<file path="src/design/axi_burst_config.svh">
`ifndef AXI_BURST_CONFIG_SVH
`define AXI_BURST_CONFIG_SVH

// Bus widths
`define AXI_ADDR_W 16
`define AXI_DATA_W 32

// Burst shape, BURST_LEN is 2**BURST_W
`define BURST_W 3
`define BURST_LEN 8

// Buffer holds 2**BUFFER_W beats
`define BUFFER_W 4

// Bursts may not cross this page
`define BOUNDARY_BYTES 4096

`endif

</file>
<file path="src/design/axi_bus_pkg.sv">
`include "axi_burst_config.svh"

package axi_bus_pkg;

   // Write address channel
   // Size is fixed at 4 bytes and burst type at INCR, so only
   // the start address and beat count travel here
   typedef struct packed {
      logic [`AXI_ADDR_W-1:0] addr;
      logic [7:0]             len;
   } aw_chan_t;

   // Write data channel
   // Strobes are always all ones
   typedef struct packed {
      logic [`AXI_DATA_W-1:0] data;
      logic                   last;
   } w_chan_t;

   // Write response channel
   typedef struct packed {
      logic [1:0] resp;
   } b_chan_t;

endpackage

</file>
<file path="src/design/stream_pkg.sv">
`include "axi_burst_config.svh"

package stream_pkg;

   // One stream word, written as one AXI beat
   typedef struct packed {
      logic [`AXI_DATA_W-1:0] data;
   } beat_t;

   // Start address for the next run of beats
   // Bits 1:0 are dropped, writes are word aligned
   typedef struct packed {
      logic [`AXI_ADDR_W-1:0] addr;
   } cfg_req_t;

endpackage

</file>
<file path="src/design/axis_axi_writer_top.sv">
`include "axi_burst_config.svh"

module axis_axi_writer_top import axi_bus_pkg::*, stream_pkg::*; (
   input  logic     clk_i,
   input  logic     rst_n_i,

   input  cfg_req_t cfg_i,
   input  logic     cfg_valid_i,
   output logic     cfg_ready_o,

   input  beat_t    s_beat_i,
   input  logic     s_valid_i,
   output logic     s_ready_o,

   output aw_chan_t aw_o,
   output logic     aw_valid_o,
   input  logic     aw_ready_i,

   output w_chan_t  w_o,
   output logic     w_valid_o,
   input  logic     w_ready_i,

   input  b_chan_t  b_i,
   input  logic     b_valid_i,
   output logic     b_ready_o
);

   beat_t                  push_beat;
   logic                   push_valid;
   logic                   push_ready;
   beat_t                  head_beat;
   logic                   not_empty;
   logic                   pop;
   logic [`BUFFER_W:0]     level;
   logic                   in_flight;
   logic [`AXI_ADDR_W-1:0] start_addr;
   logic                   load_addr;
   logic                   writer_idle;

   stream_ingest ingest_i (
      .clk_i           (clk_i),
      .rst_n_i         (rst_n_i),
      .cfg_i           (cfg_i),
      .cfg_valid_i     (cfg_valid_i),
      .cfg_ready_o     (cfg_ready_o),
      .s_beat_i        (s_beat_i),
      .s_valid_i       (s_valid_i),
      .s_ready_o       (s_ready_o),
      .push_beat_o     (push_beat),
      .push_valid_o    (push_valid),
      .push_ready_i    (push_ready),
      .buf_not_empty_i (not_empty),
      .writer_idle_i   (writer_idle),
      .start_addr_o    (start_addr),
      .load_addr_o     (load_addr),
      .in_flight_o     (in_flight)
   );

   beat_fifo fifo_i (
      .clk_i        (clk_i),
      .rst_n_i      (rst_n_i),
      .push_beat_i  (push_beat),
      .push_valid_i (push_valid),
      .push_ready_o (push_ready),
      .head_beat_o  (head_beat),
      .not_empty_o  (not_empty),
      .pop_i        (pop),
      .level_o      (level)
   );

   burst_writer writer_i (
      .clk_i         (clk_i),
      .rst_n_i       (rst_n_i),
      .level_i       (level),
      .head_beat_i   (head_beat),
      .pop_o         (pop),
      .in_flight_i   (in_flight),
      .start_addr_i  (start_addr),
      .load_addr_i   (load_addr),
      .writer_idle_o (writer_idle),
      .aw_o          (aw_o),
      .aw_valid_o    (aw_valid_o),
      .aw_ready_i    (aw_ready_i),
      .w_o           (w_o),
      .w_valid_o     (w_valid_o),
      .w_ready_i     (w_ready_i),
      .b_i           (b_i),
      .b_valid_i     (b_valid_i),
      .b_ready_o     (b_ready_o)
   );

endmodule

</file>
<file path="src/design/beat_fifo.sv">
`include "axi_burst_config.svh"

module beat_fifo import stream_pkg::*; (
   input  logic                 clk_i,
   input  logic                 rst_n_i,

   input  beat_t                push_beat_i,
   input  logic                 push_valid_i,
   output logic                 push_ready_o,

   output beat_t                head_beat_o,
   output logic                 not_empty_o,
   input  logic                 pop_i,

   output logic [`BUFFER_W:0]   level_o
);

   localparam int DEPTH = 2 ** `BUFFER_W;

   beat_t                 mem [DEPTH];
   logic [`BUFFER_W-1:0]  wr_ptr;
   logic [`BUFFER_W-1:0]  rd_ptr;
   logic [`BUFFER_W:0]    level_q;
   logic                  do_push;
   logic                  do_pop;

   assign push_ready_o = (level_q != DEPTH[`BUFFER_W:0]);
   assign not_empty_o  = (level_q != '0);
   assign level_o      = level_q;

   assign do_push = push_valid_i && push_ready_o;
   assign do_pop  = pop_i && not_empty_o;

   // Head read straight from the array, no output register
   assign head_beat_o = mem[rd_ptr];

   always_ff @(posedge clk_i) begin
      if (do_push) begin
         mem[wr_ptr] <= push_beat_i;
      end
   end

   // Pointers wrap naturally at DEPTH
   always_ff @(posedge clk_i or negedge rst_n_i) begin
      if (!rst_n_i) begin
         wr_ptr <= '0;
         rd_ptr <= '0;
      end else begin
         if (do_push) begin
            wr_ptr <= wr_ptr + 1'b1;
         end
         if (do_pop) begin
            rd_ptr <= rd_ptr + 1'b1;
         end
      end
   end

   always_ff @(posedge clk_i or negedge rst_n_i) begin
      if (!rst_n_i) begin
         level_q <= '0;
      end else begin
         case ({do_push, do_pop})
            2'b10:   level_q <= level_q + 1'b1;
            2'b01:   level_q <= level_q - 1'b1;
            default: level_q <= level_q;
         endcase
      end
   end

endmodule

</file>
<file path="src/design/burst_writer.sv">
`include "axi_burst_config.svh"

module burst_writer import axi_bus_pkg::*, stream_pkg::*; (
   input  logic                   clk_i,
   input  logic                   rst_n_i,

   input  logic [`BUFFER_W:0]     level_i,
   input  beat_t                  head_beat_i,
   output logic                   pop_o,
   input  logic                   in_flight_i,
   input  logic [`AXI_ADDR_W-1:0] start_addr_i,
   input  logic                   load_addr_i,
   output logic                   writer_idle_o,

   output aw_chan_t               aw_o,
   output logic                   aw_valid_o,
   input  logic                   aw_ready_i,
   output w_chan_t                w_o,
   output logic                   w_valid_o,
   input  logic                   w_ready_i,
   input  b_chan_t                b_i,
   input  logic                   b_valid_i,
   output logic                   b_ready_o
);

   localparam int PAGE_W = $clog2(`BOUNDARY_BYTES);

   typedef enum logic [1:0] {
      IDLE,
      ADDR,
      DATA,
      RESP
   } state_t;

   state_t                 state_q;
   state_t                 state_d;
   logic [`AXI_ADDR_W-1:0] addr_q;
   logic [`BURST_W-1:0]    len_q;
   logic [`BURST_W-1:0]    beat_cnt;

   logic                   full_burst;
   logic                   flush_burst;
   logic                   start;
   logic [`BURST_W:0]      want_beats;
   logic [PAGE_W:0]        room_bytes;
   logic [PAGE_W:0]        room_beats;
   logic [`BURST_W:0]      burst_beats;
   logic [`BURST_W:0]      beats_q;
   logic                   w_xfer;
   logic                   last_beat;

   // Burst start conditions
   assign full_burst  = (level_i >= `BURST_LEN);
   assign flush_burst = (level_i != '0) && !in_flight_i;
   // Skip the cycle in which a new start address is being loaded
   assign start       = (state_q == IDLE) && (full_burst || flush_burst) && !load_addr_i;

   // A flush only happens below BURST_LEN, so the low bits hold the whole level
   assign want_beats = full_burst ? (`BURST_W+1)'(`BURST_LEN) : level_i[`BURST_W:0];

   // Beats left in the current 4 KB page
   assign room_bytes = (PAGE_W+1)'(`BOUNDARY_BYTES) - {1'b0, addr_q[PAGE_W-1:0]};
   assign room_beats = room_bytes >> 2;

   always_comb begin
      burst_beats = want_beats;
      if (room_beats < {{(PAGE_W-`BURST_W){1'b0}}, want_beats}) begin
         burst_beats = room_beats[`BURST_W:0];
      end
   end

   assign beats_q   = {1'b0, len_q} + 1'b1;
   assign w_xfer    = w_valid_o && w_ready_i;
   assign last_beat = (beat_cnt == len_q);

   always_comb begin
      state_d = state_q;
      case (state_q)
         IDLE: begin
            if (start) begin
               state_d = ADDR;
            end
         end
         ADDR: begin
            if (aw_ready_i) begin
               state_d = DATA;
            end
         end
         DATA: begin
            if (w_xfer && last_beat) begin
               state_d = RESP;
            end
         end
         RESP: begin
            if (b_valid_i) begin
               state_d = IDLE;
            end
         end
         default: state_d = IDLE;
      endcase
   end

   always_ff @(posedge clk_i or negedge rst_n_i) begin
      if (!rst_n_i) begin
         state_q  <= IDLE;
         addr_q   <= '0;
         len_q    <= '0;
         beat_cnt <= '0;
      end else begin
         state_q <= state_d;
         if (start) begin
            // Size is fixed for the whole burst once chosen
            len_q    <= burst_beats[`BURST_W-1:0] - 1'b1;
            beat_cnt <= '0;
         end else if (w_xfer) begin
            beat_cnt <= beat_cnt + 1'b1;
         end
         if (state_q == IDLE && load_addr_i) begin
            addr_q <= start_addr_i;
         end else if (state_q == RESP && b_valid_i) begin
            addr_q <= addr_q + {{(`AXI_ADDR_W-`BURST_W-3){1'b0}}, beats_q, 2'b00};
         end
      end
   end

   assign aw_o.addr  = addr_q;
   assign aw_o.len   = {{(8-`BURST_W){1'b0}}, len_q};
   assign aw_valid_o = (state_q == ADDR);

   // Buffer holds at least the whole burst, so data is always ready
   assign w_o.data  = head_beat_i.data;
   assign w_o.last  = last_beat;
   assign w_valid_o = (state_q == DATA);
   assign pop_o     = w_xfer;

   // Response code is not checked, b_i only closes the burst
   assign b_ready_o     = 1'b1;
   assign writer_idle_o = (state_q == IDLE);

endmodule

</file>
<file path="src/design/stream_ingest.sv">
`include "axi_burst_config.svh"

module stream_ingest import stream_pkg::*; (
   input  logic                   clk_i,
   input  logic                   rst_n_i,

   input  cfg_req_t               cfg_i,
   input  logic                   cfg_valid_i,
   output logic                   cfg_ready_o,

   input  beat_t                  s_beat_i,
   input  logic                   s_valid_i,
   output logic                   s_ready_o,

   output beat_t                  push_beat_o,
   output logic                   push_valid_o,
   input  logic                   push_ready_i,
   input  logic                   buf_not_empty_i,

   input  logic                   writer_idle_i,
   output logic [`AXI_ADDR_W-1:0] start_addr_o,
   output logic                   load_addr_o,
   output logic                   in_flight_o
);

   logic                   out_valid;
   logic                   skid_valid;
   beat_t                  out_beat;
   beat_t                  skid_beat;
   logic [`AXI_ADDR_W-1:0] start_addr_q;
   logic                   load_q;
   logic                   accept;
   logic                   out_free;
   logic                   cfg_take;

   assign accept   = s_valid_i && s_ready_o;
   // Output slot empties this cycle, or is already empty
   assign out_free = !out_valid || push_ready_i;
   assign cfg_take = cfg_valid_i && cfg_ready_o;

   // Second entry catches the beat that arrives while the buffer stalls
   assign s_ready_o = !skid_valid;

   // New start address only once everything queued has been written
   assign cfg_ready_o = writer_idle_i && !out_valid && !skid_valid && !buf_not_empty_i;

   // Lets the writer tell a short pause from the end of a stream
   assign in_flight_o = out_valid || skid_valid || s_valid_i;

   assign push_beat_o  = out_beat;
   assign push_valid_o = out_valid;
   assign start_addr_o = start_addr_q;
   assign load_addr_o  = load_q;

   always_ff @(posedge clk_i or negedge rst_n_i) begin
      if (!rst_n_i) begin
         out_valid  <= 1'b0;
         skid_valid <= 1'b0;
         load_q     <= 1'b0;
      end else begin
         load_q <= cfg_take;
         if (out_free) begin
            out_valid  <= skid_valid || accept;
            skid_valid <= 1'b0;
         end else if (accept) begin
            skid_valid <= 1'b1;
         end
      end
   end

   always_ff @(posedge clk_i) begin
      if (out_free) begin
         if (skid_valid) begin
            out_beat <= skid_beat;
         end else if (accept) begin
            out_beat <= s_beat_i;
         end
      end else if (accept) begin
         skid_beat <= s_beat_i;
      end
      if (cfg_take) begin
         start_addr_q <= {cfg_i.addr[`AXI_ADDR_W-1:2], 2'b00};
      end
   end

endmodule

</file>
<file path="config.mk">
export PLATFORM = sky130hd
export DESIGN_NAME = axis_axi_writer_top
export DESIGN_NICKNAME = d
export VERILOG_FILES = /design/src/design/axi_bus_pkg.sv /design/src/design/stream_pkg.sv /design/src/design/axis_axi_writer_top.sv /design/src/design/beat_fifo.sv /design/src/design/burst_writer.sv /design/src/design/stream_ingest.sv
export VERILOG_INCLUDE_DIRS = /design/src /design/src/design
export SDC_FILE = /design/constraint.sdc
export NUM_CORES = 1
export LEC_CHECK = 0
export BUFFER_PORTS_ARGS = -buffer_cell sky130_fd_sc_hd__buf_4
export CAP_MARGIN = 40
export CORE_ASPECT_RATIO = 1.25
export CORE_MARGIN = 2
export CORE_UTILIZATION = 43
export CTS_CLUSTER_DIAMETER = 60
export CTS_CLUSTER_SIZE = 16
export DETAILED_ROUTE_END_ITERATION = 8
export GPL_TIMING_DRIVEN = 0
export MAX_ROUTING_LAYER = met4
export PLACE_DENSITY = 0.66
export SLEW_MARGIN = 20
export SYNTH_ARGS = -nofsm -noshare
export SYNTH_HDL_FRONTEND = slang
export SYNTH_SLANG_ARGS = --single-unit
</file>
<file path="constraint.sdc">
create_clock -name clk_i -period 4.2 [get_ports clk_i]
set_clock_uncertainty 0.1 [all_clocks]
set_input_delay 0.84 -clock clk_i [delete_from_list [all_inputs] [get_ports clk_i]]
set_output_delay 0.84 -clock clk_i [all_outputs]
set_load 0.05 [all_outputs]
</file>
# After elaboration in Yosys (flattened, before gate mapping)
# Memory sizes are Yosys's and may differ from the RTL's.
# Cells that the tools add are included.
totals:
  register_bits: 118
  ram_bits: 512
  n_memories: 1
mem_list:
  columns: ["memory", "depth", "word_bits", "rd", "rd_clocked_by_memory_dff", "write_ports", "line", "source"]
  rows:
  - ["fifo_i.mem", 16, 32, 1, 0, 1, "beat_fifo.sv:20", "beat_t mem [DEPTH];"]
op_classes:
  addsub: 9
  n_lt_le_gt_ge: 2
  eq_ne: 11
  n_mux: 18
  n_bitwise: 1
  n_reduce_logical: 34
op_table:
  columns: ["cell", "n"]
  rows:
  - ["two-way mux 32 bit", 2]
  - ["two-way mux 16 bit", 2]
  - ["adder 16 x 6 -> 16 bit", 1]
  - ["logical AND 1 bit", 14]
  - ["subtractor 13 x 12 -> 13 bit (first input constant)", 1]
  - ["< comparator 11 x 4 -> 1 bit", 1]
  - ["one-hot mux 5 bit (2 select lines)", 1]
  - ["nonzero test 2 bit", 5]
  - ["two-way mux 3 bit", 3]
  - ["adder 4 x 1 -> 4 bit (second input constant)", 2]
  - ["two-way mux 2 bit", 4]
  - ["one-hot mux 2 bit (4 select lines)", 1]
  - ["equality test 2 bit (second input constant)", 3]
  - ["adder 5 x 1 -> 5 bit (second input constant)", 1]
  - ["greater-or-equal comparator 5 x 4 -> 1 bit (second input constant)", 1]
  - ["logical NOT 1 bit", 5]
  - ["logical OR 1 bit", 5]
  - ["inequality test 5 bit (second input constant)", 1]
  - ["nonzero test 5 bit", 1]
  - ["subtractor 5 x 1 -> 5 bit (second input constant)", 1]
  - ["adder 3 x 1 -> 4 bit (second input constant)", 1]
  - ["equality test 2 x 1 -> 1 bit (second input constant)", 2]
  - ["two-way mux 1 bit", 4]
  - ["two-way mux 4 bit", 1]
  - ["other kinds (9)", 12]

# Depth between registers and ports, before layout
logic_depth:
  ltp_word: 9
  mapped_depth: 15

# Hierarchy
# Synthesis repeated with hierarchy kept, for this count alone.
unflattened:
  hier_cells: 1369
  hier_area_um2: 25359.3
modules_own_cells:
  columns: ["module", "instances", "cells_each", "area_each_um2", "seq_area_each_um2"]
  rows:
  - ["beat_fifo", 1, 1011, 20419.6, 15700.1]
  - ["stream_ingest", 1, 130, 2911.5, 2417.3]
  - ["burst_writer", 1, 228, 2028.2, 600.6]

# Worst setup path after synthesis
# OpenSTA, ideal clock, no wires.
synth_timing:
  path_type: "flip-flop to flip-flop"
  start: "reg fifo_i.level_q[0] (netlist: fifo_i.level_o[0])"
  end: "reg ingest_i.skid_beat[0] (netlist bit) (enable)"
  t_arrival_ns: 3.551
  required_time_ns: 3.632
  setup_slack_ns: 0.081
  stages_incl_launch_ff: 4
  period_less_slack_ns: 4.119
  path_cell_list: "dfrtp_1 > nor4_1 > nand3_1 > nor3b_1"
synth_via:
  elab_chain_cells: 4
synth_lines:
  columns: ["item", "line", "source"]
  rows:
  - ["start, declared", "beat_fifo.sv:23", "logic [`BUFFER_W:0] level_q;"]
  - ["start signal, assigned", "beat_fifo.sv:63", "2'b10: level_q <= level_q + 1'b1;"]
  - ["start signal, assigned", "beat_fifo.sv:64", "2'b01: level_q <= level_q - 1'b1;"]
  - ["start signal, assigned", "beat_fifo.sv:65", "default: level_q <= level_q;"]
  - ["inequality test 5 bit", "beat_fifo.sv:27", "assign push_ready_o = (level_q != DEPTH[`BUFFER_W:0]);"]
  - ["logical OR 1 bit", "stream_ingest.sv:38", "assign out_free = !out_valid || push_ready_i;"]
  - ["NOT 1 bit (no source line)", null, null]
  - ["AND reduction 2 bit (no source line)", null, null]
  - ["end signal, assigned", "stream_ingest.sv:79", "skid_beat <= s_beat_i;"]
  - ["end, declared", "stream_ingest.sv:29", "beat_t skid_beat;"]
# Every way passes these cells.
# A chain may end at the register's enable or synchronous reset.

==> metrics.yaml <==
status:
  status: "completed"
setup_path:
  reg2reg_depth: 14
  end_kind: "primary output"
  crit_required_ns: 3.26
  start_kind: "flop"
  setup.worst_path.class: "flop to primary output"
  cp_max_fo: 10
  crit_arrival_ns: 3.17
synthesis:
  synth_area_leaders: "edfxtp_1, mux4_2, dfrtp_1, mux2_2, ha_1"
  synth_area_sq_mm: 0.02458
  synth_top_family_by_area: "multiplexers"
  syn_inst: 1135
  synth-xor-area-share_pct: 1.140
  synth_fa_ha_area_share_pct: 1.486
  ys_seq_elements: 628
  yosys.area.top_type: "edfxtp_1"
  yosys.cell_count.top_type: "edfxtp_1"
  async_reset_ff_share_pct: 6.051
  seq_area_frac_synth_pct: 75.94
  synthMuxAreaShare_pct: 16.30
  avgSynthCellArea_sq_um: 21.66
  synth_cell_types: 51
  yosys.area_share.simple_pct: 2.321
  yosys_warnings: 0
  synth_compound_area_share_pct: 1.415
  synth_edf_count: 590
  synthFlopType: "edfxtp_1"
  yosys.area.top_type_share_pct: 72.08
  ys_top_cells_by_count: "edfxtp_1, mux4_2, nand2_1"
clocking:
  clk-insertion-delay-late_ns: 0.60
  cts_buffers: 49
  cts_max_path_buffers: 3
  cts_tree: "yes"
  htree_levels: 2
  root_buffer: "clkbuf_16"
  clkTransAtPathRegs_ns: 0.07
  cts_hold_buffers: 0
  cts_sinks: 628
floorplanning:
  dieArea_sq_mm: 0.05911
  start_util_pct: 43.20
  rows: 98
  die_x_microns: 217.9
  io_pins: 119
  die_h_microns: 271.3
  coreArea_sq_mm: 0.05689
global_route:
  antenna_found_initial: 0
  overflow: 0
  grt_pass1_wl_microns: 78230
  grt_pass1_vias: 12250
  grt_start_max_net_pins: 39
  track_usage_pct: 18.62
detailed_routing:
  drtAntennaViolNets: 0
  post_drt_via_cell_ratio: 5.527
  wl_per_cell_microns: 24.49
  firstDrtPassIters: 5
  vias: 11780
  drc: 0
  routed_wl_microns: 52210
  drt_iter0_markers: 1056
sta:
  tightest_slew_ns: 0.8782
  fmax_mhz: 243.1
  hold_slack_ns: 0.1091
  finalMaxSlewViolations: 0
  fin_crit_sh_pct: 97.95
  slew_headroom_pct: 41.45
  setup_viol: 0
  hold_violations: 0
  period_needed_ns: 4.114
power_and_ir_drop:
  power_mw: 20.24
  leakage_nw: 9.533
  p_per_area_mw_per_mm2: 700.3
  vdd_drop_max_mv: 0.5247
final_layout:
  drive_gt1_share_pct: 34.80
  fill_cells: 4493
  area_growth_pct: 17.55
  n_antenna_cell: 0
  layout.nets: 1444
job:
  drv_cap: 0
placement:
  post-dp-hpwl_microns: 35790
  io_buffers: 106
  place_congestion: 0.7855
worst_hold_path:
  hp-class: "input port to async pin"
[cell families (layout without fill, tap and decap cells)]
| group | Yosys count | after routing |
|---|---|---|
| mux | 196 | 196 |
| xor+xnor | 32 | 32 |
| other cells | 2 | 8 |
| buf+inv | 77 | 318 |
| simple gates | 117 | 117 |
| flops | 628 | 628 |
| fa+ha+maj | 28 | 28 |
| compound gates | 55 | 55 |
[per-stage QoR]
step,std cells,TNS (ns),worst slack [ns],util [%],cell area [sq um]
CTS,2129,-0.003872,-0.002700,50.72,28860
floorplan,1141,0,0.08086,-,24600
finish,2132,0,0.08605,50.79,28890
global placement,1997,-790.66,-3.169,46.29,26340
global route,2132,-0.01351,-0.007325,50.79,28890
detailed placement,2055,0,0.2971,48.19,27420
[final timing paths]
check,end,from,slack [ns]
worst max-delay path,w_o[30],fifo_i.rd_ptr[0],0.09
worst min-delay path,writer_i.addr_q[7],rst_n_i,0.11
worst max register to register,writer_i.len_q[2],writer_i.addr_q[2],0.48
worst min register to register,writer_i.addr_q[12],ingest_i.start_addr_o[12],0.35
max in group asynchronous,writer_i.state_q[0],rst_n_i,3.48
min in group clk_i,ingest_i.start_addr_o[11],cfg_i[11],0.31
[layout by cell type, fill, tap and decap left out, types with 22 or more instances in the layout]
cell type / instances
buf_4: 141
nand2_1: 43
dfrtp_1: 38
o21ai_0: 22
clkbuf_1: 28
edfxtp_1: 590
mux2_2: 34
clkbuf_16: 49
ha_1: 26
mux4_2: 160
[final cells by class]
class                   count  area (sq um)  share of cell area [%]
clock inverters            15         132.6                  0.4590
multi-input cells         436          5731                   19.83
plain buffers              59         307.8                   1.065
inverters                  18         67.56                  0.2338
flip-flops and latches    628         18670                   64.61
well taps                 750         938.4                   3.248
repair buffers            167          1775                   6.145
clock buffers              59          1274                   4.408
[critical path, stage by stage, from the launching register on]
cell	delay, ns
dfrtp_1	0.37
clkbuf_1	0.17
buf_2	0.30
clkbuf_4	0.28
buf_6	0.18
mux4_2	0.50
mux4_2	0.55
buf_4	0.22
[power by group]
part | total (mW) | leakage (nW) | internal, mW | switching, mW
sequential | 8.20 | 5.80 | 7.74 | 0.455
combinational | 7.71 | 3.04 | 3.20 | 4.51
clock | 4.32 | 0.689 | 2.18 | 2.14
total | 20.2 | 9.53 | 13.1 | 7.11
[metal layers]
layer  routed length, microns  vias up  track usage [%]
met2                    26670      412            30.50
met4                     1213        0            4.959
met3                     3033       82            3.148
li1                         -     5087                -
met1                    21300     6203            24.27
met5                        0        -                -
[sequential cells by signal (all words and copies together) (netlist names)]
name,flops
ingest_i.load_addr_o,1
writer_i.addr_q,14
fifo_i.rd_ptr,4
ingest_i.skid_valid,1
ingest_i.push_valid_o,1
ingest_i.start_addr_o,14
writer_i.beat_cnt,3
writer_i.state_q,2
ingest_i.push_beat_o,32
fifo_i.wr_ptr,4
ingest_i.skid_beat,32
writer_i.len_q,3
fifo_i.mem,512
fifo_i.level_o,5
[what timing repair did]
action,4_1_cts,5_1_grt
setup endpoints to repair,32,28
buffers inserted,0,0
resized for setup,17,7
(Power assumes the default switching activity.)
